[config.mk]
export PLATFORM = sky130hd
export DESIGN_NAME = lsu_load_format
export DESIGN_NICKNAME = d
export VERILOG_FILES = /design/src/design/lsu_pkg.sv /design/src/design/lsu_load_format.sv
export SDC_FILE = /design/constraint.sdc
export NUM_CORES = 1
export LEC_CHECK = 0
export BUFFER_PORTS_ARGS = -buffer_cell sky130_fd_sc_hd__buf_4
export CORE_MARGIN = 5
export CORE_UTILIZATION = 44
export DETAILED_ROUTE_END_ITERATION = 8
export GPL_ROUTABILITY_DRIVEN = 0
export PLACE_DENSITY = 0.88
export SYNTH_ARGS = -nofsm -noshare
export SYNTH_HDL_FRONTEND = slang
export SYNTH_SLANG_ARGS = --single-unit
[constraint.sdc]
create_clock -name vclk -period 3.74
set_input_delay 0.374 -clock vclk [all_inputs]
set_output_delay 0.374 -clock vclk [all_outputs]
set_load 0.005 [all_outputs]
[src/design/lsu_pkg.sv]
//////////////////////////////////////////////////
// shared types and constants of the load/store unit
// imported by every design module and the testbench
//////////////////////////////////////////////////
package lsu_pkg;

	localparam int ADDR_W    = 32;
	localparam int DATA_W    = 32;
	localparam int STRB_W    = 4;
	localparam int TAG_W     = 5;
	localparam int RAM_WORDS = 256;
	localparam int RAM_IDX_W = $clog2(RAM_WORDS);
	localparam logic [ADDR_W-1:0] RAM_BYTES = ADDR_W'(RAM_WORDS * STRB_W);

	localparam logic [1:0] RESP_OKAY   = 2'b00;
	localparam logic [1:0] RESP_SLVERR = 2'b10;

	// delay timer lfsr, x^4 + x^3 + 1
	localparam int         DLY_W     = 4;
	localparam logic [3:0] LFSR_TAPS = 4'b1100;
	localparam logic [3:0] LFSR_SEED = 4'b0001;

	typedef enum logic [3:0] {
		OP_LB  = 4'd0,
		OP_LH  = 4'd1,
		OP_LW  = 4'd2,
		OP_LBU = 4'd3,
		OP_LHU = 4'd4,
		OP_SB  = 4'd5,
		OP_SH  = 4'd6,
		OP_SW  = 4'd7
	} mem_op_e;

	typedef enum logic [1:0] {
		ST_IDLE = 2'd0,
		ST_ADDR = 2'd1,
		ST_RESP = 2'd2,
		ST_DONE = 2'd3
	} lsu_state_e;

	typedef struct packed {
		mem_op_e           op;
		logic [ADDR_W-1:0] addr;
		logic [DATA_W-1:0] wdata;
		logic [TAG_W-1:0]  rd;
	} lsu_req_t;

	typedef struct packed {
		logic [DATA_W-1:0] rdata;
		logic [TAG_W-1:0]  rd;
		logic              err;
	} lsu_rsp_t;

	typedef struct packed {
		logic [ADDR_W-1:0] addr;
		logic              valid;
	} axi_aw_t;

	typedef struct packed {
		logic [ADDR_W-1:0] addr;
		logic              valid;
	} axi_ar_t;

	typedef struct packed {
		logic [DATA_W-1:0] data;
		logic [STRB_W-1:0] strb;
		logic              valid;
	} axi_w_t;

	typedef struct packed {
		logic [DATA_W-1:0] data;
		logic [1:0]        resp;
		logic              valid;
	} axi_r_t;

	typedef struct packed {
		logic [1:0] resp;
		logic       valid;
	} axi_b_t;

endpackage

[src/design/lsu_load_format.sv]
//////////////////////////////////////////////////
// load data extraction
// picks the addressed byte or halfword and extends it
//////////////////////////////////////////////////
`timescale 1ns/1ps

module lsu_load_format
	import lsu_pkg::*;
(
	input  mem_op_e           op_i,
	input  logic [1:0]        lane_i,
	input  logic [DATA_W-1:0] rword_i,
	output logic [DATA_W-1:0] rdata_o
);

	logic [DATA_W-1:0] shifted;

	// addressed lane down to bit 0
	assign shifted = rword_i >> {lane_i, 3'b000};

	always_comb begin
		case (op_i)
			OP_LB:   rdata_o = {{24{shifted[7]}}, shifted[7:0]};
			OP_LH:   rdata_o = {{16{shifted[15]}}, shifted[15:0]};
			OP_LBU:  rdata_o = {24'b0, shifted[7:0]};
			OP_LHU:  rdata_o = {16'b0, shifted[15:0]};
			default: rdata_o = rword_i;
		endcase
	end

endmodule

==> flow_summary_export.csv <==
group,metric,value,unit
run_status,status,"complete, no violations",
layout,nFillCells,171,
power_and_ir_drop,ir_worst_vdd,0.0771,mV
drt,wl_per_cell,18.8,um
floorplanning,die_area,0.00307,mm2
global_routing,use_met3,3.03,%
layout,fin_util,70.5,%
drt,drc_errors,0,
drt,dr.pass1.iters,4,
sta,setup_viol,0,
floorplanning,coreArea,0.00196,mm2
floorplanning,io_pins,70,
sta,relSlewSlack,51.0,%
setup_path,worstPathRequired,3.37,ns
synthesis,seq_area_frac_synth,0,%
sta,hold_ws,1.04,ns
global_routing,grt.busiest_layer,"met2",
sta,worst_pin_slew,0.736,ns
power_and_ir_drop,p_leak,0.589,nW
setup_path,cp_max_fo,16,
sta,final.setup.tns,0,ns
synthesis,synth_cell_type_count,29,
global_routing,grt_util_all_layers,22.1,%
job,cap_viol_max_count,0,
drt,via_per_inst,6.44,
layout,final_nets,205,
cts,holdBufCountCts,0,
sta,rsz0062_at_grt,"false",
cts,postCtsSetupRepairBufs,0,
global_routing,grt_max_degree,28,
sta,slew_viol_final,0,
cts,cts_resized,0,
place,port_buffers,70,
global_routing,gr-total-overflow,0,
sta,hold_viol_final,0,
drt,routed_wl,3610,um
min_path,hp-class,"primary input to primary output",
sta,period_share,64.3,%
floorplanning,die_x,55.4,um
drt,initialDrtViolationCount,26,
setup_path,critical-path-max-stage-delay,0.55,ns
setup_path,crit_path_start_kind,"primary input",
global_routing,first_global_vias,1180,
setup_path,cp_cell_sequence,"buf_4 > mux2i_1 > nand2b_1 > o2bb2ai_1 > buf_4",
layout,design.seq.count,0,
floorplanning,fp.dieH,55.4,um
sta,fmaxAchievable,416,MHz
layout,nClkBuffers,0,
layout,area_growth,52.4,%
floorplanning,fp-row-count,16,
layout,ff_latch_area,0,um2
global_routing,antenna_found_initial,0,
sta,fin_crit,2.41,ns
layout,drive_above_1_share,55.2,%
setup_path,worstSetupPathType,"primary input to primary output",
setup_path,crit_slowest_cell,"mux2i_1",
setup_path,worst_path_most_repeated_cell,"buf_4",
synthesis,yosysWarnings,0,
synthesis,syn-cell-area,907,um2
synthesis,syn_nets,149,
setup_path,arrival,2.03,ns
drt,ant_nets,0,
place,hpwl,2770,um
global_routing,met2_usage,39.5,%
global_routing,grt_pass1_wl,5800,um
power_and_ir_drop,powerDensity,147,mW/mm2
floorplanning,initial_core_util,46.2,%
global_routing,use_met1,27.8,%
setup_path,end_kind,"primary output",
drt,dr_total_vias,1236,
synthesis,syn_inst,111,
synthesis,syn_avg_cell_area,8.17,um2
layout,antenna_cells,0,
-- through the flow --
stage	std cells	instance area, um2	setup WS, ns	power, mW
after CTS	192	1380	1.36	0.202
after detailed placement	192	1380	1.37	0.202
after global routing	192	1380	1.20	0.217
after global placement	192	1380	1.41	0.197
after floorplan	111	907	1.84	0.105
final	192	1380	1.33	0.203
-- power breakdown --
| part | internal (mW) | switching (mW) | total [mW] |
|---|---|---|---|
| combinational | 0.114 | 0.0892 | 0.203 |
| clock | 0 | 0 | 0 |
| sequential | 0 | 0 | 0 |
-- per-layer routing --
metal / wire length [um] / vias to the layer above
met2: 1760 / 62
li1: - / 578
met4: 79 / 0
met1: 1510 / 588
met5: 0 / -
met3: 263 / 8
-- critical path: cells and delay by family --
family / cells / cell delay, ns
muxes: 1 / 0.55
buffers and inverters: 2 / 0.32
and+or+nand+nor: 1 / 0.50
AOI/OAI and AO/OA: 1 / 0.28
-- logic make-up after synthesis --
| logic type | share of synthesized area [%] |
|---|---|
| buf+inv | 10.1 |
| simple gates | 18.1 |
| compound gates | 52.1 |
| mux | 17.8 |
| xor+xnor | 1.93 |
-- synthesized netlist by cell type (all sizes together) --
cell | number | area (um2)
o2bb2ai | 16 | 140
nand3b | 1 | 7.51
or3 | 1 | 6.26
nand4b | 7 | 61.3
nor2 | 2 | 10.0
o221a | 7 | 78.8
nor3 | 1 | 5.00
o32a | 7 | 77.6
nand2 | 1 | 3.75
a2bb2oi | 7 | 61.3
clkbuf | 7 | 26.3
o221ai | 1 | 15.0
buf | 10 | 65.1
mux2 | 4 | 48.8
nor2b | 2 | 12.5
mux2i | 9 | 90.1
o211ai | 8 | 60.1
xnor2 | 2 | 17.5
mux4 | 1 | 22.5
or2 | 1 | 6.26
or2b | 1 | 7.51
nand2b | 7 | 43.8
o21ai | 8 | 40.0
-- final cells by class --
| class | instances | area, um2 | area share [%] |
|---|---|---|---|
| Tap cell | 27 | 33.8 | 2.44 |
| Timing Repair Buffer | 71 | 533 | 38.6 |
| Multi-Input combinational cell | 94 | 816 | 59.0 |
-- final timing paths --
check,startpoint,endpoint,slack (ns),depth (start not counted)
max,op_i[0],rdata_o[24],1.33,5
min,rword_i[28],rdata_o[28],1.04,3
-- placed cells by master, fill, tap and decap left out, types with 2 or more instances in the layout --
cell type	n
buf_4	71
o2bb2ai_1	16
mux2i_1	9
o21ai_0	8
o211ai_1	8
nand2b_1	7
nand4b_1	7
a2bb2oi_1	7
o32a_2	6
o221a_2	6
mux2_2	3
nor2b_1	2
xnor2_1	2
Power figures use the tool's default switching activity.
