**config.mk**
```make
export PLATFORM = sky130hd
export DESIGN_NAME = lsu_store_format
export DESIGN_NICKNAME = d
export VERILOG_FILES = /design/src/design/lsu_pkg.sv /design/src/design/lsu_store_format.sv
export SDC_FILE = /design/constraint.sdc
export NUM_CORES = 1
export LEC_CHECK = 0
export ABC_AREA = 1
export BUFFER_PORTS_ARGS = -buffer_cell sky130_fd_sc_hd__buf_4
export CORE_MARGIN = 8
export CORE_UTILIZATION = 39
export DETAILED_ROUTE_END_ITERATION = 6
export PLACE_DENSITY_LB_ADDON = 0.1
export REMOVE_ABC_BUFFERS = 1
export SKIP_LAST_GASP = 1
export SLEW_MARGIN = 0
export SYNTH_ARGS = -nofsm -noshare
export SYNTH_HDL_FRONTEND = slang
export SYNTH_SLANG_ARGS = --single-unit
```
**constraint.sdc**
```tcl
create_clock -name vclk -period 1.4
set_input_delay 0.07 -clock vclk [all_inputs]
set_output_delay 0.07 -clock vclk [all_outputs]
set_load 0.02 [all_outputs]
```
**src/design/lsu_pkg.sv**
```systemverilog
//////////////////////////////////////////////////
// shared types and constants of the load/store unit
// imported by every design module and the testbench
//////////////////////////////////////////////////
package lsu_pkg;

	localparam int ADDR_W    = 32;
	localparam int DATA_W    = 32;
	localparam int STRB_W    = 4;
	localparam int TAG_W     = 5;
	localparam int RAM_WORDS = 256;
	localparam int RAM_IDX_W = $clog2(RAM_WORDS);
	localparam logic [ADDR_W-1:0] RAM_BYTES = ADDR_W'(RAM_WORDS * STRB_W);

	localparam logic [1:0] RESP_OKAY   = 2'b00;
	localparam logic [1:0] RESP_SLVERR = 2'b10;

	// delay timer lfsr, x^4 + x^3 + 1
	localparam int         DLY_W     = 4;
	localparam logic [3:0] LFSR_TAPS = 4'b1100;
	localparam logic [3:0] LFSR_SEED = 4'b0001;

	typedef enum logic [3:0] {
		OP_LB  = 4'd0,
		OP_LH  = 4'd1,
		OP_LW  = 4'd2,
		OP_LBU = 4'd3,
		OP_LHU = 4'd4,
		OP_SB  = 4'd5,
		OP_SH  = 4'd6,
		OP_SW  = 4'd7
	} mem_op_e;

	typedef enum logic [1:0] {
		ST_IDLE = 2'd0,
		ST_ADDR = 2'd1,
		ST_RESP = 2'd2,
		ST_DONE = 2'd3
	} lsu_state_e;

	typedef struct packed {
		mem_op_e           op;
		logic [ADDR_W-1:0] addr;
		logic [DATA_W-1:0] wdata;
		logic [TAG_W-1:0]  rd;
	} lsu_req_t;

	typedef struct packed {
		logic [DATA_W-1:0] rdata;
		logic [TAG_W-1:0]  rd;
		logic              err;
	} lsu_rsp_t;

	typedef struct packed {
		logic [ADDR_W-1:0] addr;
		logic              valid;
	} axi_aw_t;

	typedef struct packed {
		logic [ADDR_W-1:0] addr;
		logic              valid;
	} axi_ar_t;

	typedef struct packed {
		logic [DATA_W-1:0] data;
		logic [STRB_W-1:0] strb;
		logic              valid;
	} axi_w_t;

	typedef struct packed {
		logic [DATA_W-1:0] data;
		logic [1:0]        resp;
		logic              valid;
	} axi_r_t;

	typedef struct packed {
		logic [1:0] resp;
		logic       valid;
	} axi_b_t;

endpackage

```
**src/design/lsu_store_format.sv**
```systemverilog
//////////////////////////////////////////////////
// store lane formatting
// replicates store data across lanes and builds the byte strobe
//////////////////////////////////////////////////
`timescale 1ns/1ps

module lsu_store_format
	import lsu_pkg::*;
(
	input  mem_op_e           op_i,
	input  logic [1:0]        lane_i,
	input  logic [DATA_W-1:0] wdata_i,
	output logic [DATA_W-1:0] wdata_o,
	output logic [STRB_W-1:0] wstrb_o
);

	always_comb begin
		case (op_i)
			OP_SB: begin
				wdata_o = {4{wdata_i[7:0]}};
				wstrb_o = 4'b0001 << lane_i;
			end
			OP_SH: begin
				// halfword lane from bit 1 only
				wdata_o = {2{wdata_i[15:0]}};
				wstrb_o = 4'b0011 << {lane_i[1], 1'b0};
			end
			OP_SW: begin
				wdata_o = wdata_i;
				wstrb_o = 4'b1111;
			end
			default: begin
				wdata_o = wdata_i;
				wstrb_o = '0;
			end
		endcase
	end

endmodule

```
==> flow_summary_export.csv <==
group,metric,value,unit
cells_and_area,synthToLayoutAreaGrowth,80.9,%
timing,tightestPinTransition,0.243,ns
worst_setup_path,path_delay_family,"simple AND/OR/NAND/NOR gates",
power_and_ir_drop,p_total,0.446,mW
worst_setup_path,crit_cells,8,
logic_synthesis,netlist_area,649,um2
routing,viasPerCell,4.93,
worst_setup_path,crit_path_top_delay_cell,"nor2_2",
placed_design,hpwl,2.28,mm
logic_synthesis,synth_fa_ha_area_share,0,%
timing,whs,0.361,ns
timing,grt_setup_unrepaired,"false",
worst_setup_path,cpPeakStageDelay,0.21,ns
placed_design,gp_congestion,0.653,
power_and_ir_drop,vdd_drop_max,203,uV
global_route,grt_antenna_before_repair,0,
timing,hold_violations,0,
global_route,top_usage_layer,"met2",
cells_and_area,layout.cells.non_filler,205,
routing,route.detailed.drc,0,
cells_and_area,fillCellCount,128,
routing,wire_per_inst,12.9,um
logic_synthesis,synth.distinct_cells,15,
timing,period_needed,1.25,ns
die,placementRows,14,
global_route,grt_remaining_overflow,0,
placed_design,io_buffers,74,
logic_synthesis,synthesis.instances,123,
routing,route.vias.total,1010,
worst_hold_path,hp-start,"wdata_i[2]",
global_route,met3_usage,4.94,%
cells_and_area,seq_cell_count,0,
routing,wl,2.64,mm
logic_synthesis,synth_compound_area_share,5.39,%
global_route,grtUsageTotal,15.3,%
flow_run,drv_cap,0,
die,core,1540,um2
worst_setup_path,critPathLaunchType,"input port",
logic_synthesis,yosys-mux-area-fraction,0,%
logic_synthesis,synth_top_family_by_area,"simple AND/OR/NAND/NOR gates",
timing,drv_slew,0,
global_route,grt_pass1_wl,4.46,mm
die,fp.dieArea,3230,um2
cells_and_area,fin_nets,229,
worst_setup_path,worstPathRequired,1.33,ns
die,fp.dieH,56.8,um
global_route,grt_use_met1,15.8,%
logic_synthesis,yosysSeqAreaShare,0,%
cells_and_area,drive_above_1_share,51.3,%
routing,firstDrtPassIters,4,
timing,max_freq,798,MHz
logic_synthesis,avgSynthCellArea,5.28,um2
timing,setup_violations,0,
logic_synthesis,yosys.area.top_type,"nand2_1",
worst_setup_path,crit_chain,"buf_4 > nor2_2 > buf_12 > nand2_4 > nand2_2 > nand2_1 > nand2_1 > buf_4",
cells_and_area,regArea,0,um2
logic_synthesis,synth_top_area_share,30.1,%
logic_synthesis,yosysWarningCount,0,
placed_design,place_inst,205,
worst_setup_path,cp_max_fo,17,
worst_setup_path,critical_path_arrival,1.18,ns
worst_hold_path,hold_depth,2,
die,die_w,56.8,um
die,ios,74,
global_route,grt_pass1_vias,1035,
worst_hold_path,hold_end,"wdata_o[2]",
cells_and_area,num-clock-buffers,0,
logic_synthesis,synthSimpleGateAreaFrac,70.1,%
routing,antenna_left,0,
logic_synthesis,synthXorXnorAreaFrac,0,%
cells_and_area,diodes,0,
global_route,grt_max_degree,18,
routing,drtIter0Drc,30,
worst_setup_path,critPathBufInv,3,
timing,finalCritPeriodShare,89.5,%
global_route,gr-usage-met2,29.9,%
logic_synthesis,synth.top_cells.by_area,"nand2_1, nand3_1, nand3_2, buf_4, inv_1",
run_status,status,"completed",
power_and_ir_drop,power.density,380,nW/um2
worst_setup_path,cp-end-kind,"primary output",
die,start_util,42.1,%
timing,slew_headroom,83.8,%
worst_setup_path,crit_type,"input port to primary output",
power_and_ir_drop,p_leak,0.752,nW
worst_hold_path,hold_path_class,"input port to primary output",
## how the worst max path moves through the flow
stage	from	to	slack (ns)
floorplan	op_i[2]	wstrb_o[0]	-0.67
global placement	op_i[3]	wdata_o[21]	0.08
detailed placement	op_i[3]	wdata_o[19]	0.06
CTS	op_i[3]	wdata_o[19]	0.05
global route	op_i[3]	wdata_o[17]	0.04
finish	op_i[3]	wdata_o[19]	0.15
## Yosys cell counts
cell type,count
inv_1,12
nand2_4,1
buf_2,1
nand2_2,2
buf_6,3
nand3_2,10
clkbuf_1,1
buf_4,9
nor2_4,2
o21ai_0,4
nand3_1,22
nor2_1,1
inv_2,1
o211ai_1,2
nand2_1,52
## timing repair
item,CTS,global route
endpoints found under the setup margin,0,8
buffers inserted,0,0
hold buffers,0,0
gates resized for setup,0,1
## metal layers
| metal | wire length, um | vias to the layer above | part of all wire [%] |
|---|---|---|---|
| met5 | 0 | - | 0 |
| met4 | 21 | 0 | 0.80 |
| met3 | 253 | 2 | 9.6 |
| met2 | 1330 | 51 | 50 |
| met1 | 1030 | 442 | 39 |
| li1 | - | 515 | - |
## cells by family after synthesis
group / Yosys count
simple gates: 90
compound gates: 6
buf+inv: 27
## stage by stage
step                area (um2)  setup WS, ns  util, %  setup TNS (ns)
floorplan                  539        -0.665        -          -11.94
global placement          1170        0.0838     76.1               0
detailed placement        1170        0.0552     76.1               0
CTS                       1170        0.0464     76.1               0
global route              1170        0.0449     76.2               0
finish                    1170         0.147     76.2               0
## power by group
group / internal (mW) / total, mW / switching, mW
combinational: 0.213 / 0.446 / 0.233
clock: 0 / 0 / 0
sequential: 0 / 0 / 0
total: 0.213 / 0.446 / 0.233
## placed cells by master (no fill, tap or decap), drive strengths merged
master,count
buf,80
o21ai,4
o211ai,2
nand3,32
nand2,55
inv,13
nor2,3
## area by class of cell
class | count | area (um2) | area share [%]
tap | 16 | 20.0 | 1.70
timing repair buffer | 80 | 613 | 52.2
multi-input combinational | 96 | 493 | 42.0
inverter | 13 | 48.8 | 4.15
(Power assumes the default switching activity.)
