[src/design/lsu_pkg.sv]
//////////////////////////////////////////////////
// shared types and constants of the load/store unit
// imported by every design module and the testbench
//////////////////////////////////////////////////
package lsu_pkg;

	localparam int ADDR_W    = 32;
	localparam int DATA_W    = 32;
	localparam int STRB_W    = 4;
	localparam int TAG_W     = 5;
	localparam int RAM_WORDS = 256;
	localparam int RAM_IDX_W = $clog2(RAM_WORDS);
	localparam logic [ADDR_W-1:0] RAM_BYTES = ADDR_W'(RAM_WORDS * STRB_W);

	localparam logic [1:0] RESP_OKAY   = 2'b00;
	localparam logic [1:0] RESP_SLVERR = 2'b10;

	// delay timer lfsr, x^4 + x^3 + 1
	localparam int         DLY_W     = 4;
	localparam logic [3:0] LFSR_TAPS = 4'b1100;
	localparam logic [3:0] LFSR_SEED = 4'b0001;

	typedef enum logic [3:0] {
		OP_LB  = 4'd0,
		OP_LH  = 4'd1,
		OP_LW  = 4'd2,
		OP_LBU = 4'd3,
		OP_LHU = 4'd4,
		OP_SB  = 4'd5,
		OP_SH  = 4'd6,
		OP_SW  = 4'd7
	} mem_op_e;

	typedef enum logic [1:0] {
		ST_IDLE = 2'd0,
		ST_ADDR = 2'd1,
		ST_RESP = 2'd2,
		ST_DONE = 2'd3
	} lsu_state_e;

	typedef struct packed {
		mem_op_e           op;
		logic [ADDR_W-1:0] addr;
		logic [DATA_W-1:0] wdata;
		logic [TAG_W-1:0]  rd;
	} lsu_req_t;

	typedef struct packed {
		logic [DATA_W-1:0] rdata;
		logic [TAG_W-1:0]  rd;
		logic              err;
	} lsu_rsp_t;

	typedef struct packed {
		logic [ADDR_W-1:0] addr;
		logic              valid;
	} axi_aw_t;

	typedef struct packed {
		logic [ADDR_W-1:0] addr;
		logic              valid;
	} axi_ar_t;

	typedef struct packed {
		logic [DATA_W-1:0] data;
		logic [STRB_W-1:0] strb;
		logic              valid;
	} axi_w_t;

	typedef struct packed {
		logic [DATA_W-1:0] data;
		logic [1:0]        resp;
		logic              valid;
	} axi_r_t;

	typedef struct packed {
		logic [1:0] resp;
		logic       valid;
	} axi_b_t;

endpackage

[src/design/lsu_delay_timer.sv]
//////////////////////////////////////////////////
// pseudo-random channel delay for the control FSM
// start loads a count, expired rises when it runs out
//////////////////////////////////////////////////
`timescale 1ns/1ps

module lsu_delay_timer
	import lsu_pkg::*;
(
	input  logic clk,
	input  logic rstn,
	input  logic start_i,
	output logic expired_o
);

	logic [DLY_W-1:0] lfsr_q;
	logic [DLY_W-1:0] cnt_q;

	// galois lfsr, free running
	always_ff @(posedge clk) begin
		if (rstn)
			lfsr_q <= LFSR_SEED;
		else
			lfsr_q <= (lfsr_q >> 1) ^ (lfsr_q[0] ? LFSR_TAPS : '0);
	end

	always_ff @(posedge clk) begin
		if (rstn)
			cnt_q <= '0;
		else if (start_i)
			cnt_q <= lfsr_q;
		else if (cnt_q != '0)
			cnt_q <= cnt_q - 1'b1;
	end

	// stays high until the next start
	assign expired_o = (cnt_q == '0);

endmodule

[config.mk]
export PLATFORM = sky130hd
export DESIGN_NAME = lsu_delay_timer
export DESIGN_NICKNAME = d
export VERILOG_FILES = /design/src/design/lsu_pkg.sv /design/src/design/lsu_delay_timer.sv
export SDC_FILE = /design/constraint.sdc
export NUM_CORES = 1
export LEC_CHECK = 0
export ABC_AREA = 1
export BUFFER_PORTS_ARGS = -buffer_cell sky130_fd_sc_hd__buf_4
export CORE_AREA = 2 2 39 41
export DETAILED_ROUTE_END_ITERATION = 16
export DIE_AREA = 0 0 41 43
export PLACE_DENSITY = 0.51
export SYNTH_ARGS = -nofsm -noshare
export SYNTH_HDL_FRONTEND = slang
export SYNTH_SLANG_ARGS = --single-unit
[constraint.sdc]
create_clock -name clk -period 2.15 [get_ports clk]
set_input_delay 0.1075 -clock clk [delete_from_list [all_inputs] [get_ports clk]]
set_output_delay 0.1075 -clock clk [all_outputs]
set_load 0.05 [all_outputs]
==> results.sh <==
export IMPL_status="finished, final reports clean"
export IMPL_cts_tree="built"
export IMPL_clkLatencyLatePin_ns=0.25
export IMPL_hold_path_end="lfsr_q[1]"
export IMPL_rows=14
export IMPL_wl_met3_um=25
export IMPL_skew_ns=0.001416
export IMPL_leakage_nw=0.2317
export IMPL_power_share_clock_pct=27.5
export IMPL_syn_avg_cell_area_um2=6.703
export IMPL_yosys_warnings=0
export IMPL_ir_drop_mv=0.3330
export IMPL_drv_cap=0
export IMPL_grt_max_degree=7
export IMPL_cts_buffer_depth=2
export IMPL_hpwl_um=483.7
export IMPL_ys_seq_area_share_pct=42.67
export IMPL_power_density_nw_per_um2=928.7
export IMPL_synthArstFlopShare_pct=0
export IMPL_ant_nets=0
export IMPL_wl_per_cell_um=8.192
export IMPL_r2r_start="cnt_q[0]"
export IMPL_cts_reportedPaths_clkPinSlew_ns=0.05
export IMPL_io_pin_count=4
export IMPL_fin_cells=78
export IMPL_fin_setup_tns_ns=0
export IMPL_switchingPower_mw=0.1367
export IMPL_final_area_um2=440.4
export IMPL_cts_max_level=1
export IMPL_gp_congestion=0.7827
export IMPL_grt_pass1_vias=259
export IMPL_synthCells=56
export IMPL_synth_edf_count=0
export IMPL_m1WireLength_um=317
export IMPL_synth_xor_area_share_pct=0
export IMPL_wirelength_um=639
export IMPL_cp_arrival_ns=1.22
export IMPL_die_width_um=41
export IMPL_die_h_um=43
export IMPL_pwr_share_seq_pct=43.2
export IMPL_area_growth_pct=17.33
export IMPL_min_period_ns=1.332
export IMPL_die_area_um2=1763
export IMPL_netSwitchingFraction_pct=33.41
export IMPL_drt_pass1_iter_count=4
export IMPL_antenna_found_initial=0
export IMPL_postCtsResizedCells=0
export IMPL_vias=323
export IMPL_drc=0
export IMPL_max_freq_mhz=750.6
export IMPL_worst_pin_slew_ns=0.1762
export IMPL_worstPathMaxFanout=5
export IMPL_synth_cell_types=14
export IMPL_placed_area_um2=417.9
export IMPL_ctsHoldBuffers=0
export IMPL_layout_nets=68
export IMPL_antenna_cells=0
export IMPL_r2r_slack_ns=1.11
export IMPL_synth_most_common_cell="nand2_1"
export IMPL_cts_buffers=3
export IMPL_place_inst=75
export IMPL_netlist_top_cells_area="dfxtp_1 43%, nand2_1 13%, inv_1 9.0%"
export IMPL_synth_top_family_by_area="simple AND/OR/NAND/NOR gates"
export IMPL_finalMaxSlewViolations=0
export IMPL_synth_flop_cell="dfxtp_1"
export IMPL_rsz0062_at_grt="false"
export IMPL_cp_end_kind="output pin"
export IMPL_critPathLaunchType="flip-flop"
export IMPL_synth_net_count=60
export IMPL_routed_top_layer="met4"
export IMPL_core_area_um2=1384
export IMPL_hold_class="in2reg"
export IMPL_hold_viol=0
export IMPL_grt_overflow_total=0
export IMPL_synthesis_area_um2=375.4
export IMPL_synthSimpleGateAreaFrac_pct=34.00
export IMPL_reg2reg_depth=7
export IMPL_yosys_area_top_type_share_pct=42.67
export IMPL_io_buffers=3
export IMPL_grt_total_usage_pct=8.687
export IMPL_root_buffer="clkbuf_4"
export IMPL_power_frac_comb_pct=29.3
export IMPL_cts_sinks=8
export IMPL_grt_pass1_wl_um=1000
export IMPL_synth_mux_area_share_pct=0
export IMPL_initial_core_util_pct=27.12
export IMPL_post_cts_setup_buffers=0
export IMPL_met2_length_um=288
export IMPL_synth_common_cells="13 x nand2_1, 9 x inv_1, 9 x nor2_1"
export IMPL_synth_adder_area_share_pct=3.333
export IMPL_fin_crit_sh_pct=61.96
export IMPL_synth_largest_area_cell="dfxtp_1"
export IMPL_synth_compound_area_share_pct=8.000
export IMPL_r2r_end="cnt_q[1]"
export IMPL_critPathKind="reg2out"
export IMPL_setup_violations_final=0
export IMPL_ys_ff_latch=8
export IMPL_hp_start="rstn"
export IMPL_slew_headroom_pct=88.25
export IMPL_drive_gt1_share_pct=19.35
export IMPL_drtIter0Drc=6
export IMPL_hold_depth=2
export IMPL_viasPerCell=4.141
export IMPL_internal_power_mw=0.2724
export IMPL_crit_required_ns=2.04
[metrics by stage]
step | setup slack (ns) | power [mW] | hold slack (ns) | utilization (%)
detailed placement | 1.086 | 0.2999 | 0.3015 | 30.20
global route | 0.7451 | 0.4378 | 0.03722 | 31.83
finish | 0.8178 | 0.4090 | 0.03886 | 31.83
CTS | 0.8079 | 0.4151 | 0.03310 | 31.83
floorplan | 1.010 | 0.2718 | 0.1787 | -
global placement | 1.079 | 0.3004 | 0.3029 | 30.20
[worst max-delay path: stages (launching register included)]
cell and delay (ns):
dfxtp_1 0.31, inv_1 0.09, ha_1 0.25, nand2_1 0.09, inv_2 0.06, buf_4 0.19
[flip-flops by register name, indices dropped and copies added, names as in the netlist]
signal,flops
cnt_q,4
lfsr_q,4
[logic make-up after synthesis]
family	after synthesis
simple gates	29
compound gates	6
fa+ha+maj	1
buf+inv	12
flops	8
[layout make-up]
class	instances	area, µm²
Timing Repair Buffer	3	22.52
Inverter	12	45.04
Fill cell	150	943.4
Sequential cell	8	160.2
Multi-Input combinational cell	36	170.2
Clock buffer	3	22.52
Tap cell	16	20.02
[how the worst max path moves through the flow]
stage / cells past startpoint / to / slack, ns / start
2_1_floorplan: 7 / cnt_q[0] / 1.01 / cnt_q[0]
6_report: 5 / expired_o / 0.82 / cnt_q[0]
3_3_place_gp: 5 / expired_o / 1.08 / cnt_q[0]
5_1_grt: 5 / expired_o / 0.75 / cnt_q[0]
3_5_place_dp: 5 / expired_o / 1.09 / cnt_q[0]
4_1_cts: 5 / expired_o / 0.81 / cnt_q[0]
[metal layers]
layer	up-vias	GRT usage, %
li1	180	-
met2	6	10.63
met4	0	8.000
met3	2	1.571
met5	-	0
met1	135	12.13
[power groups by stage]
stage / Combinational (mW) / Sequential, mW / Clock, mW
floorplan: 0.0954 / 0.176 / 0
global placement: 0.121 / 0.180 / 0
detailed placement: 0.120 / 0.179 / 0
CTS: 0.121 / 0.176 / 0.118
global route: 0.136 / 0.178 / 0.123
finish: 0.120 / 0.177 / 0.113
[placed cells by master (no fill, tap or decap)]
| cell | count |
|---|---|
| nand3_1 | 2 |
| o21ai_0 | 1 |
| inv_1 | 9 |
| clkbuf_4 | 3 |
| or2_0 | 1 |
| nand2_1 | 13 |
| dfxtp_1 | 8 |
| a21oi_1 | 5 |
| nor2_1 | 9 |
| nand3_2 | 1 |
| nor2_2 | 1 |
| nand4_1 | 1 |
| ha_1 | 1 |
| buf_4 | 3 |
| inv_2 | 3 |
| or2_2 | 1 |
No activity file was read; power rests on OpenSTA's default activity.
