--- src/design/lsu_pkg.sv ---
//////////////////////////////////////////////////
// shared types and constants of the load/store unit
// imported by every design module and the testbench
//////////////////////////////////////////////////
package lsu_pkg;

	localparam int ADDR_W    = 32;
	localparam int DATA_W    = 32;
	localparam int STRB_W    = 4;
	localparam int TAG_W     = 5;
	localparam int RAM_WORDS = 256;
	localparam int RAM_IDX_W = $clog2(RAM_WORDS);
	localparam logic [ADDR_W-1:0] RAM_BYTES = ADDR_W'(RAM_WORDS * STRB_W);

	localparam logic [1:0] RESP_OKAY   = 2'b00;
	localparam logic [1:0] RESP_SLVERR = 2'b10;

	// delay timer lfsr, x^4 + x^3 + 1
	localparam int         DLY_W     = 4;
	localparam logic [3:0] LFSR_TAPS = 4'b1100;
	localparam logic [3:0] LFSR_SEED = 4'b0001;

	typedef enum logic [3:0] {
		OP_LB  = 4'd0,
		OP_LH  = 4'd1,
		OP_LW  = 4'd2,
		OP_LBU = 4'd3,
		OP_LHU = 4'd4,
		OP_SB  = 4'd5,
		OP_SH  = 4'd6,
		OP_SW  = 4'd7
	} mem_op_e;

	typedef enum logic [1:0] {
		ST_IDLE = 2'd0,
		ST_ADDR = 2'd1,
		ST_RESP = 2'd2,
		ST_DONE = 2'd3
	} lsu_state_e;

	typedef struct packed {
		mem_op_e           op;
		logic [ADDR_W-1:0] addr;
		logic [DATA_W-1:0] wdata;
		logic [TAG_W-1:0]  rd;
	} lsu_req_t;

	typedef struct packed {
		logic [DATA_W-1:0] rdata;
		logic [TAG_W-1:0]  rd;
		logic              err;
	} lsu_rsp_t;

	typedef struct packed {
		logic [ADDR_W-1:0] addr;
		logic              valid;
	} axi_aw_t;

	typedef struct packed {
		logic [ADDR_W-1:0] addr;
		logic              valid;
	} axi_ar_t;

	typedef struct packed {
		logic [DATA_W-1:0] data;
		logic [STRB_W-1:0] strb;
		logic              valid;
	} axi_w_t;

	typedef struct packed {
		logic [DATA_W-1:0] data;
		logic [1:0]        resp;
		logic              valid;
	} axi_r_t;

	typedef struct packed {
		logic [1:0] resp;
		logic       valid;
	} axi_b_t;

endpackage

--- src/design/lsu_ctrl_fsm.sv ---
//////////////////////////////////////////////////
// control FSM of the load/store unit
// takes one request, runs the AXI4-Lite channels, returns a result
//////////////////////////////////////////////////
`timescale 1ns/1ps

module lsu_ctrl_fsm
	import lsu_pkg::*;
(
	input  logic              clk,
	input  logic              rstn,
	input  logic              req_valid_i,
	input  lsu_req_t          req_i,
	output logic              req_ready_o,
	output logic              rsp_valid_o,
	output lsu_rsp_t          rsp_o,
	input  logic [DATA_W-1:0] wdata_fmt_i,
	input  logic [STRB_W-1:0] wstrb_fmt_i,
	input  logic [DATA_W-1:0] rdata_fmt_i,
	output axi_aw_t           aw_o,
	input  logic              awready_i,
	output axi_w_t            w_o,
	input  logic              wready_i,
	output axi_ar_t           ar_o,
	input  logic              arready_i,
	input  axi_r_t            r_i,
	output logic              rready_o,
	input  axi_b_t            b_i,
	output logic              bready_o,
	output logic              tmr_start_o,
	input  logic              tmr_expired_i,
	output mem_op_e           op_o,
	output logic [1:0]        lane_o,
	output logic [DATA_W-1:0] rword_o
);

	lsu_state_e        state_q;
	lsu_state_e        state_d;
	lsu_req_t          req_q;
	logic [DATA_W-1:0] wdata_q;
	logic [STRB_W-1:0] wstrb_q;
	logic [DATA_W-1:0] rword_q;
	logic              err_q;
	logic              aw_done_q;
	logic              w_done_q;
	logic              is_load;
	logic              accept;
	logic              aw_hs;
	logic              w_hs;
	logic              ar_hs;
	logic              r_hs;
	logic              b_hs;
	logic              addr_done;
	logic              resp_done;

	assign is_load = req_q.op inside {OP_LB, OP_LH, OP_LW, OP_LBU, OP_LHU};
	assign accept  = req_valid_i && req_ready_o;

	// channel valids wait for the delay timer
	assign aw_o.addr  = req_q.addr;
	assign aw_o.valid = (state_q == ST_ADDR) && !is_load && !aw_done_q && tmr_expired_i;
	assign w_o.data   = wdata_q;
	assign w_o.strb   = wstrb_q;
	assign w_o.valid  = (state_q == ST_ADDR) && !is_load && !w_done_q && tmr_expired_i;
	assign ar_o.addr  = req_q.addr;
	assign ar_o.valid = (state_q == ST_ADDR) && is_load && tmr_expired_i;
	assign rready_o   = (state_q == ST_RESP) && is_load && tmr_expired_i;
	assign bready_o   = (state_q == ST_RESP) && !is_load && tmr_expired_i;

	assign aw_hs = aw_o.valid && awready_i;
	assign w_hs  = w_o.valid && wready_i;
	assign ar_hs = ar_o.valid && arready_i;
	assign r_hs  = r_i.valid && rready_o;
	assign b_hs  = b_i.valid && bready_o;

	// AW and W may finish in either order
	assign addr_done = is_load ? ar_hs : ((aw_done_q || aw_hs) && (w_done_q || w_hs));
	assign resp_done = is_load ? r_hs : b_hs;

	assign tmr_start_o = accept || ((state_q == ST_ADDR) && addr_done);

	assign req_ready_o = (state_q == ST_IDLE);
	assign rsp_valid_o = (state_q == ST_DONE);
	assign rsp_o.rdata = is_load ? rdata_fmt_i : '0;
	assign rsp_o.rd    = req_q.rd;
	assign rsp_o.err   = err_q;

	assign op_o    = req_q.op;
	assign lane_o  = req_q.addr[1:0];
	assign rword_o = rword_q;

	always_comb begin
		state_d = state_q;
		case (state_q)
			ST_IDLE: if (req_valid_i) state_d = ST_ADDR;
			ST_ADDR: if (addr_done) state_d = ST_RESP;
			ST_RESP: if (resp_done) state_d = ST_DONE;
			ST_DONE: state_d = ST_IDLE;
			default: state_d = ST_IDLE;
		endcase
	end

	always_ff @(posedge clk) begin
		if (rstn) begin
			state_q   <= ST_IDLE;
			aw_done_q <= 1'b0;
			w_done_q  <= 1'b0;
			err_q     <= 1'b0;
		end else begin
			state_q <= state_d;
			if ((state_q == ST_ADDR) && !addr_done) begin
				aw_done_q <= aw_done_q | aw_hs;
				w_done_q  <= w_done_q | w_hs;
			end else begin
				aw_done_q <= 1'b0;
				w_done_q  <= 1'b0;
			end
			if (accept)
				err_q <= 1'b0;
			else if (r_hs)
				err_q <= (r_i.resp == RESP_SLVERR);
			else if (b_hs)
				err_q <= (b_i.resp == RESP_SLVERR);
		end
	end

	// request and read word
	always_ff @(posedge clk) begin
		if (accept) begin
			req_q   <= req_i;
			wdata_q <= wdata_fmt_i;
			wstrb_q <= wstrb_fmt_i;
		end
		if (r_hs)
			rword_q <= r_i.data;
	end

endmodule

--- config.mk ---
export PLATFORM = sky130hd
export DESIGN_NAME = lsu_ctrl_fsm
export DESIGN_NICKNAME = d
export VERILOG_FILES = /design/src/design/lsu_pkg.sv /design/src/design/lsu_ctrl_fsm.sv
export SDC_FILE = /design/constraint.sdc
export NUM_CORES = 1
export LEC_CHECK = 0
export BUFFER_PORTS_ARGS = -buffer_cell sky130_fd_sc_hd__buf_2
export CORE_AREA = 4 4 142 144
export CTS_CLUSTER_DIAMETER = 40
export CTS_CLUSTER_SIZE = 25
export DETAILED_ROUTE_END_ITERATION = 12
export DIE_AREA = 0 0 146 148
export PLACE_DENSITY = 0.57
export SLEW_MARGIN = 40
export SYNTH_ARGS = -nofsm -noshare
export SYNTH_HDL_FRONTEND = slang
export SYNTH_SLANG_ARGS = --single-unit
--- constraint.sdc ---
create_clock -name clk -period 4.4 [get_ports clk]
set_input_delay 0.44 -clock clk [delete_from_list [all_inputs] [get_ports clk]]
set_output_delay 0.44 -clock clk [all_outputs]
set_load 0.01 [all_outputs]
==> results of run 1 <==
## final cells by class
class                      instances  area (um^2)  area share, %
multi-input combinational         79          542           8.27
inverter                           4         15.0          0.229
clock inverter                    13          185           2.83
sequential                       114         3370           51.5
tap                              234          293           4.47
timing repair buffer             340         1710           26.1
clock buffer                      19          433           6.61
## stage by stage
step / std cells / hold slack [ns] / utilization [%] / total power [mW]
3_5_place_dp: 771 / 0.522 / 31.7 / 2.41
6_report: 803 / 0.204 / 35.0 / 3.81
5_1_grt: 803 / 0.172 / 35.0 / 4.02
4_1_cts: 803 / 0.184 / 35.0 / 3.88
3_3_place_gp: 771 / 0.507 / 31.7 / 2.40
2_1_floorplan: 238 / 0.484 / - / 2.06
## worst max-delay path: cells and delay by family (launching register included)
| family | cells | cell delay (ns) |
|---|---|---|
| adder cells (fa/ha/maj) | 1 | 0.22 |
| AO/OA/AOI/OAI | 1 | 0.14 |
| buffers and inverters | 2 | 0.24 |
| flip-flops | 1 | 0.32 |
| AND/OR/NAND/NOR | 1 | 0.59 |
## power by group through the flow
stage / registers [mW] / logic [mW] / clock network [mW]
final: 1.51 / 0.857 / 1.44
after global routing: 1.53 / 0.934 / 1.55
after CTS: 1.52 / 0.877 / 1.49
after detailed placement: 1.54 / 0.875 / 0
after global placement: 1.53 / 0.870 / 0
after floorplan: 1.64 / 0.421 / 0
## flip-flops by register name (all words and copies together), names as in the netlist
register	flops
state_q	2
rsp_o	5
wdata_q	32
aw_done_q	1
w_done_q	1
wstrb_q	4
err_q	1
rword_o	32
ar_o	32
op_o	4
## layer usage
| layer | up-vias | part of all wire [%] | track usage, % |
|---|---|---|---|
| met3 | 25 | 11 | 6.93 |
| li1 | 1498 | - | - |
| met1 | 1408 | 35 | 12.3 |
| met4 | 14 | 1.5 | 3.81 |
| met2 | 191 | 51 | 20.6 |
| met5 | - | 0.62 | 0 |
## cells in the final DEF (no fill, tap or decap), types with 2 or more instances in the layout
cell type / synthesis / routed
buf_2: 0 / 337
edfxtp_1: 109 / 109
and3_1: 32 / 32
clkbuf_16: 0 / 17
nor2_1: 5 / 5
dfxtp_1: 5 / 5
nand2_1: 4 / 4
nor3_1: 4 / 4
nand3_1: 4 / 4
nand2b_1: 4 / 4
ha_1: 4 / 4
bufinv_16: 0 / 4
clkinv_4: 0 / 4
inv_1: 3 / 3
a21oi_1: 3 / 3
buf_4: 35 / 3
nor2b_1: 2 / 2
clkbuf_1: 6 / 2
clkinv_2: 0 / 2
## worst min path at each step
| stage | end | cells after the start | slack (ns) | start |
|---|---|---|---|---|
| floorplan | state_q[1]$_SDFFE_PP0P_ | 2 | 0.48 | state_q[1]$_SDFFE_PP0P_ |
| global placement | state_q[1]$_SDFFE_PP0P_ | 2 | 0.51 | state_q[1]$_SDFFE_PP0P_ |
| detailed placement | state_q[1]$_SDFFE_PP0P_ | 2 | 0.52 | state_q[1]$_SDFFE_PP0P_ |
| CTS | rsp_o[5]$_DFFE_PP_ | 1 | 0.18 | req_i[4] |
| global route | rword_o[30]$_DFFE_PP_ | 1 | 0.17 | r_i[33] |
| finish | rword_o[10]$_DFFE_PP_ | 1 | 0.20 | r_i[13] |
## kinds of logic (layout without fill, tap and decap cells)
group                    Yosys count  in the layout  share of synthesized area, %
AND/OR/NAND/NOR                   59             59                          7.99
adder cells (fa/ha/maj)            4              4                          1.19
AO/OA/AOI/OAI                     14             14                          3.12
buffers and inverters             45            376                          7.13
multiplexers                       2              2                         0.505
flip-flops                       114            114                          80.1
==> flow_summary_export.csv, run 1 <==
group,metric,value,unit
outcome,status,"complete, no violations",
timing,slew_viol_final,0,
logic_synthesis,ys_async_sr_fraction,0,%
cells_and_area,fillers,1856,
setup_path,criticalPathCategory,"flip-flop to output pin",
timing,fin_crit_sh,53.7,%
setup_path,crit_chain,"inv_1 > ha_1 > and2_4 > a21o_1 > buf_2",
routing,routed_via_density,3.91,
placement,gp_congestion,0.736,
setup_path,cp.arrival,1.92,ns
power,irDropWorstVdd,0.000280,V
power,switching_power,1.09,mW
logic_synthesis,yosysWarnings,0,
cts,htree_levels,4,
min_path,hold_path.class,"input pin to flip-flop",
placement,portBuffers,337,
timing,period_needed,2.36,ns
cells_and_area,stdcell_area,6550,um^2
setup_path,r2r-start,"op_o[1]$_DFFE_PP_",
timing,relSlewSlack,55.6,%
setup_path,cp_max_fo,47,
routing,drtAntennaViolNets,0,
routing,via_count,3136,
die,floorplan.rows,50,
grt,track_usage,12.0,%
logic_synthesis,synth-seq-cells,114,
die,core-area,18700,um^2
timing,finalSetupViolCount,0,
logic_synthesis,synth_edf_count,109,
setup_path,endpoint_kind,"output pin",
logic_synthesis,yosysTopAreaCellShare,77.7,%
routing,drtIter0Drc,96,
timing,final.setup.tns,0,ns
cts,clock_sinks,114,
placement,dp_slack,2.24,ns
cells_and_area,antenna_cells,0,
run,maxCapViolations,0,
placement,dpl_cell_area,5930,um^2
logic_synthesis,synth_nets,428,
power,leakagePower,3.07,nW
logic_synthesis,synth_cell_types,31,
timing,rsz0062_at_grt,"no",
setup_path,r2r_cells,6,
cts,postCtsSetupRepairBufs,0,
grt,antenna_found_initial,7,
logic_synthesis,yosysTopAreaCell,"edfxtp_1",
setup_path,r2r_slack,2.27,ns
cts,clock_path_buffers,2,
power,pwr-share-comb,22.5,%
setup_path,cp-startpoint,"state_q[0]$_SDFFE_PP0P_",
power,p_seq_share,39.7,%
cts,cts_hold_buf,0,
logic_synthesis,yosysMostFrequentCell,"edfxtp_1",
cts,root_buffer,"clkbuf_16",
routing,dr.pass1.iters,4,
power,power_density,582,nW/um^2
setup_path,cp-endpoint,"tmr_start_o",
cts,cts_buffers,17,
logic_synthesis,synth_area_leaders,"edfxtp_1 (78%), buf_4 (6.2%), and3_1 (4.8%), dfxtp_1 (2.4%), ha_1 (1.2%)",
power,sw_frac_of_total,28.6,%
timing,fmax,424,MHz
logic_synthesis,synth_seq_area_share,80.1,%
timing,hold_viol,0,
grt,grt_max_degree,48,
setup_path,cp.required,3.96,ns
die,die_x,146,um
grt,grt-ovfl-total,0,
setup_path,start_kind,"flip-flop",
logic_synthesis,synth_ff_type,"edfxtp_1",
setup_path,r2r-end,"rword_o[19]$_DFFE_PP_",
timing,setup_ws,2.04,ns
die,io_pins,370,
logic_synthesis,synth_cells,238,
cells_and_area,area_delta_synth_final,55.5,%
cts,cts_tree,"done",
grt,grt_pass1_vias,3150,
logic_synthesis,syn_area,4210,um^2
cells_and_area,final_nets,746,
timing,tightestPinTransition,0.666,ns
logic_synthesis,ys_top_cells_by_count,"edfxtp_1 (109), buf_4 (35), and3_1 (32)",
setup_path,critPathSlowestCell,"and2_4",
logic_synthesis,avgSynthCellArea,17.7,um^2
cts,clk_latency,0.41,ns
setup_path,crit_path_max_incr_delay,0.59,ns
routing,drt_wl_total,13500,um
grt,grt_pass1_wl,19000,um
power,p_int,2.72,mW
routing,drc,0,
die,die_h,148,um
cells_and_area,drive_gt1_share,66.3,%
cts,cts_resized,0,
power,clkPwrFrac,37.8,%
die,die_area,21600,um^2
cts,clk_pin_slew_worst_paths,0.06,ns
routing,post_drt_wl_per_cell,16.9,um
timing,fin_worst_skew,0.00744,ns
placement,dp_hpwl,10900,um
die,start_util,22.5,%
Note: power is estimated with default switching activity, not from simulation.
==> inputs of run 2 (changes only) <==
--- a/config.mk
+++ b/config.mk
@@ -11,7 +11,7 @@
 export CTS_CLUSTER_SIZE = 25
 export DETAILED_ROUTE_END_ITERATION = 12
 export DIE_AREA = 0 0 146 148
-export PLACE_DENSITY = 0.57
+export PLACE_DENSITY = 0.59
 export SLEW_MARGIN = 40
 export SYNTH_ARGS = -nofsm -noshare
 export SYNTH_HDL_FRONTEND = slang
==> constraint.sdc (replaced) <==
create_clock -name clk -period 1.9 [get_ports clk]
set_input_delay 0.19 -clock clk [delete_from_list [all_inputs] [get_ports clk]]
set_output_delay 0.19 -clock clk [all_outputs]
set_load 0.01 [all_outputs]
==> run 2 against run 1 <==
The run now ends with negative setup slack left. Non-clock buffer count increased by 119. Wire length is 4.9% higher. Power grew 140%. Global-route usage increased by 0.85 points. Core utilization up 6.6 points. Register-to-register slack worse by 2.1 ns. Final cell count increased by 15%. Final area grew 19%. Worst hold slack got worse by 0.15 ns. Critical path type unchanged. Largest power group unchanged.
==> flow_summary_export.csv, run 2 (synthesis gave the netlist of run 1 again) <==
group,metric,value,unit
setup_path,start_kind,"flip-flop",
timing,hold_viol,0,
placement,dpl_cell_area,5990,um^2
die,start_util,22.5,%
setup_path,critPathSlowestCell,"dfxtp_2",
grt,grt_pass1_wl,21200,um
timing,period_needed,1.91,ns
grt,grt_pass1_vias,3890,
min_path,hold_path.class,"input pin to flip-flop",
setup_path,endpoint_kind,"output pin",
setup_path,cp-startpoint,"state_q[1]$_SDFFE_PP0P_",
outcome,status,"complete, but fails checks",
power,irDropWorstVdd,0.000560,V
timing,tightestPinTransition,0.447,ns
cells_and_area,stdcell_area,7780,um^2
timing,setup_ws,-0.0117,ns
placement,dp_slack,0.166,ns
setup_path,crit_chain,"inv_2 > ha_4 > nand2_4 > a221oi_4 > o21bai_1 > a21o_1 > buf_2",
placement,dp.cells,775,
timing,fin_crit_sh,101,%
setup_path,cp_top_family,"compound AO/OA/AOI/OAI gates",
setup_path,criticalPathCategory,"flip-flop to output pin",
placement,portBuffers,337,
setup_path,r2r-start,"state_q[0]$_SDFFE_PP0P_",
die,floorplan.rows,50,
die,die_h,148,um
cells_and_area,final_nets,865,
routing,dr.pass1.iters,4,
timing,fin_worst_skew,0.0100,ns
routing,via_count,3644,
timing,relSlewSlack,70.2,%
timing,holdWs,0.0498,ns
cells_and_area,drive_gt1_share,57.4,%
cells_and_area,fin_util,41.6,%
timing,fmax,523,MHz
routing,routed_via_density,3.95,
setup_path,cp.required,1.71,ns
setup_path,cp_num_buf_inv,2,
cts,cts_buffers,17,
outcome,violations,"negative setup slack",
timing,slew_viol_final,0,
power,p_total,9.14,mW
grt,grt_max_degree,39,
setup_path,cp.arrival,1.72,ns
die,core-area,18700,um^2
grt,track_usage,12.8,%
cts,clock_path_buffers,2,
timing,rsz0062_at_grt,"yes",
cells_and_area,layout_common_cells,"buf_2 (337), dlygate4sd3_1 (110), edfxtp_1 (109)",
die,io_pins,370,
routing,drtAntennaViolNets,0,
timing,finalSetupViolCount,1,
routing,drtIter0Drc,117,
timing,final.setup.tns,-0.0117,ns
min_path,holdCritStartpoint,"awready_i",
setup_path,cp_max_fo,5,
die,die_x,146,um
cts,cts_tree,"done",
grt,grt-ovfl-total,0,
cells_and_area,layout.cells.non_filler,923,
power,leakagePower,3.58,nW
placement,dp_hpwl,10800,um
cts,clk_latency,0.41,ns
cts,clk_pin_slew_worst_paths,0.06,ns
cells_and_area,final_common_cell,"buf_2",
grt,antenna_found_initial,2,
cts,clock_sinks,114,
run,maxCapViolations,0,
placement,gp_congestion,0.810,
cts,htree_levels,4,
routing,drt_wl_total,14200,um
cells_and_area,area_delta_synth_final,84.6,%
setup_path,crit_path_max_incr_delay,0.34,ns
power,power_density,1170,nW/um^2
die,die_area,21600,um^2
routing,drc,0,
routing,post_drt_wl_per_cell,15.4,um
cells_and_area,fillers,1754,
cts,root_buffer,"clkbuf_16",
## run 2: cell count changes in the layout (fill, tap and decap cells not counted), moves of 2 or more
cell,previous run,this run
dfxtp_2,0,2
buf_12,0,2
clkinvlp_4,1,3
buf_4,3,8
dfxtp_1,5,3
buf_6,0,2
dlygate4sd3_1,0,110
## run 2: repair_timing
item                                   CTS  global route
hold buffers                           110             0
pin swaps                                3             0
resized for setup                        9             1
endpoints found under the hold margin  111             0
buffers inserted                         2             3
setup endpoints to repair               18            35
## run 2: power breakdown
group          switching (mW)  internal, mW  leakage, nW
Combinational            1.32          1.04         2.23
Sequential              0.170          3.33         1.06
Clock                    1.19          2.08        0.289
## run 2: tightest hold or removal path: stages
cell     delay (ns)
buf_2          0.09
a21oi_1        0.05
nor2b_1        0.09
## run 2: worst paths after layout
kind / cells past startpoint / slack (ns) / end
hold reg to reg: 2 / 0.51 / state_q[1]$_SDFFE_PP0P_
setup / recovery: 7 / -0.01 / tmr_start_o
hold / removal: 3 / 0.05 / aw_done_q$_SDFF_PP0_
setup reg to reg: 5 / 0.14 / rword_o[3]$_DFFE_PP_
## run 2: layer usage
layer	wire length (um)	global-route usage (%)	share of wire, %
met1	5210	12.8	37
met4	148	4.23	1.0
met5	13	0	0.091
met2	7500	23.9	53
met3	1330	5.58	9.3
## run 2: final cells by class
class	count	area [um^2]	share of cell area, %
Tap cell	234	293	3.76
Sequential cell	114	3380	43.4
Inverter	4	15.0	0.193
Clock buffer	18	429	5.52
Multi-Input combinational cell	79	572	7.35
Timing Repair Buffer	459	2910	37.4
Clock inverter	14	181	2.33
Antenna cell	1	2.50	0.0322
==> inputs of run 3 (changes only) <==
--- a/config.mk
+++ b/config.mk
@@ -7,6 +7,7 @@
 export LEC_CHECK = 0
 export BUFFER_PORTS_ARGS = -buffer_cell sky130_fd_sc_hd__buf_2
 export CORE_AREA = 4 4 142 144
+export CTS_BUF_LIST = sky130_fd_sc_hd__clkbuf_16
 export CTS_CLUSTER_DIAMETER = 40
 export CTS_CLUSTER_SIZE = 25
 export DETAILED_ROUTE_END_ITERATION = 12
==> run 3 against run 2 <==
The flow still finishes with violations (negative setup slack). Clock skew is essentially flat. Global-route usage is the same. Via count is the same. Core utilization is the same. Power is essentially flat. Wire length is essentially flat. Highest routed layer unchanged. Worst setup slack is essentially flat. Worst hold slack is essentially flat. Clock power is essentially flat. Critical endpoint unchanged. Fmax is essentially flat. Die area is the same.
==> flow_summary_export.csv, run 3 (synthesis gave the netlist of run 1 again) <==
group,metric,value,unit
placement,gp_congestion,0.810,
routing,drtAntennaViolNets,0,
timing,rsz0062_at_grt,"yes",
outcome,status,"complete, but fails checks",
setup_path,criticalPathCategory,"flip-flop to output pin",
placement,dp_slack,0.166,ns
cts,clk_pin_slew_worst_paths,0.06,ns
grt,track_usage,12.8,%
timing,setup_ws,-0.0117,ns
cts,clk_latency,0.41,ns
placement,portBuffers,337,
routing,dr.pass1.iters,4,
cts,clock_path_buffers,2,
routing,routed_via_density,3.95,
cells_and_area,layout.cells.non_filler,923,
die,die_x,146,um
outcome,violations,"negative setup slack",
die,io_pins,370,
setup_path,r2r_slack,0.14,ns
grt,grt-ovfl-total,0,
setup_path,cp_max_fo,5,
routing,via_count,3644,
run,maxCapViolations,0,
power,p_total,9.13,mW
grt,grt_pass1_vias,3890,
cts,htree_levels,4,
timing,period_needed,1.91,ns
cells_and_area,final_common_cell,"buf_2",
power,pwr-share-comb,25.8,%
setup_path,cp.required,1.71,ns
grt,antenna_found_initial,2,
setup_path,endpoint_kind,"output pin",
grt,grt_pass1_wl,21200,um
power,power_density,1170,nW/um^2
cells_and_area,final_nets,865,
die,core-area,18700,um^2
cts,clock_sinks,114,
die,die_h,148,um
power,leakagePower,3.58,nW
timing,slew_viol_final,0,
cts,cts_buffers,17,
die,floorplan.rows,50,
power,clkPwrFrac,35.8,%
setup_path,cp.arrival,1.72,ns
cells_and_area,drive_gt1_share,57.4,%
routing,post_drt_wl_per_cell,15.4,um
power,p_seq_share,38.4,%
grt,grt_max_degree,39,
power,switching_power,2.68,mW
timing,fin_worst_skew,0.0100,ns
cells_and_area,layout_common_cells,"buf_2 (337), dlygate4sd3_1 (110), edfxtp_1 (109)",
timing,final.setup.tns,-0.0117,ns
timing,fmax,523,MHz
power,irDropWorstVdd,0.000560,V
cells_and_area,fin_util,41.6,%
placement,dp_hpwl,10800,um
cts,cts_tree,"done",
cts,root_buffer,"clkbuf_16",
routing,drc,0,
timing,tightestPinTransition,0.447,ns
min_path,hold_path.class,"input pin to flip-flop",
power,p_int,6.45,mW
setup_path,start_kind,"flip-flop",
power,sw_frac_of_total,29.3,%
cells_and_area,area_delta_synth_final,84.6,%
placement,dp.cells,775,
cells_and_area,fillers,1754,
die,start_util,22.5,%
routing,drtIter0Drc,116,
timing,finalSetupViolCount,1,
timing,hold_viol,0,
timing,fin_crit_sh,101,%
die,die_area,21600,um^2
timing,relSlewSlack,70.2,%
routing,drt_wl_total,14200,um
## run 3: changes by cell type in the layout (fill, tap and decap cells not counted)
cell,before,now
clkbuf_1,1,0
inv_1,2,3
## run 3: critical path, stage by stage (launching register included)
cell      delay (ns)
dfxtp_2         0.34
inv_2           0.07
ha_4            0.16
nand2_4         0.08
a221oi_4        0.26
o21bai_1        0.14
a21o_1          0.13
buf_2           0.13
## run 3: area by class of cell
| class | instances | area (um^2) | share of cell area (%) |
|---|---|---|---|
| clock inverters | 15 | 185 | 2.38 |
| diodes | 1 | 2.50 | 0.0322 |
| well taps | 234 | 293 | 3.76 |
| flip-flops and latches | 114 | 3380 | 43.4 |
| multi-input cells | 79 | 572 | 7.35 |
| repair buffers | 459 | 2910 | 37.4 |
| inverters | 4 | 15.0 | 0.193 |
| clock buffers | 17 | 425 | 5.47 |
## run 3: metal layers
metal / global-route usage, % / vias up / share of wire (%)
met5: 0 / - / 0.092
met4: 4.23 / 2 / 1.0
met3: 5.58 / 10 / 9.3
met2: 23.9 / 220 / 53
met1: 12.8 / 1672 / 37
li1: - / 1740 / -
## run 3: final timing paths
path / to / cells past startpoint / start
min: aw_done_q$_SDFF_PP0_ / 3 / awready_i
min reg2reg: state_q[1]$_SDFFE_PP0P_ / 2 / state_q[1]$_SDFFE_PP0P_
max: tmr_start_o / 7 / state_q[1]$_SDFFE_PP0P_
max reg2reg: rword_o[3]$_DFFE_PP_ / 5 / state_q[0]$_SDFFE_PP0P_
## run 3: timing repair
action	CTS	global route
hold buffers	110	0
gates resized for setup	9	1
pin swaps	3	0
endpoints found under the setup margin	18	35
setup buffers	2	3
hold endpoints to repair	111	0
## run 3: stage by stage
stage               hold slack (ns)  cell area, um^2
finish                       0.0496             7780
global route                 0.0588             7780
CTS                          0.0211             7750
detailed placement            0.368             5990
global placement              0.367             5990
floorplan                     0.255             4220
## run 3: power by group through the flow
stage / clock network, mW / registers, mW / logic, mW
final: 3.27 / 3.50 / 2.36
after global routing: 3.49 / 3.56 / 2.57
after CTS: 3.39 / 3.51 / 2.39
after detailed placement: 0 / 3.55 / 2.15
after global placement: 0 / 3.53 / 2.15
after floorplan: 0 / 3.76 / 0.985
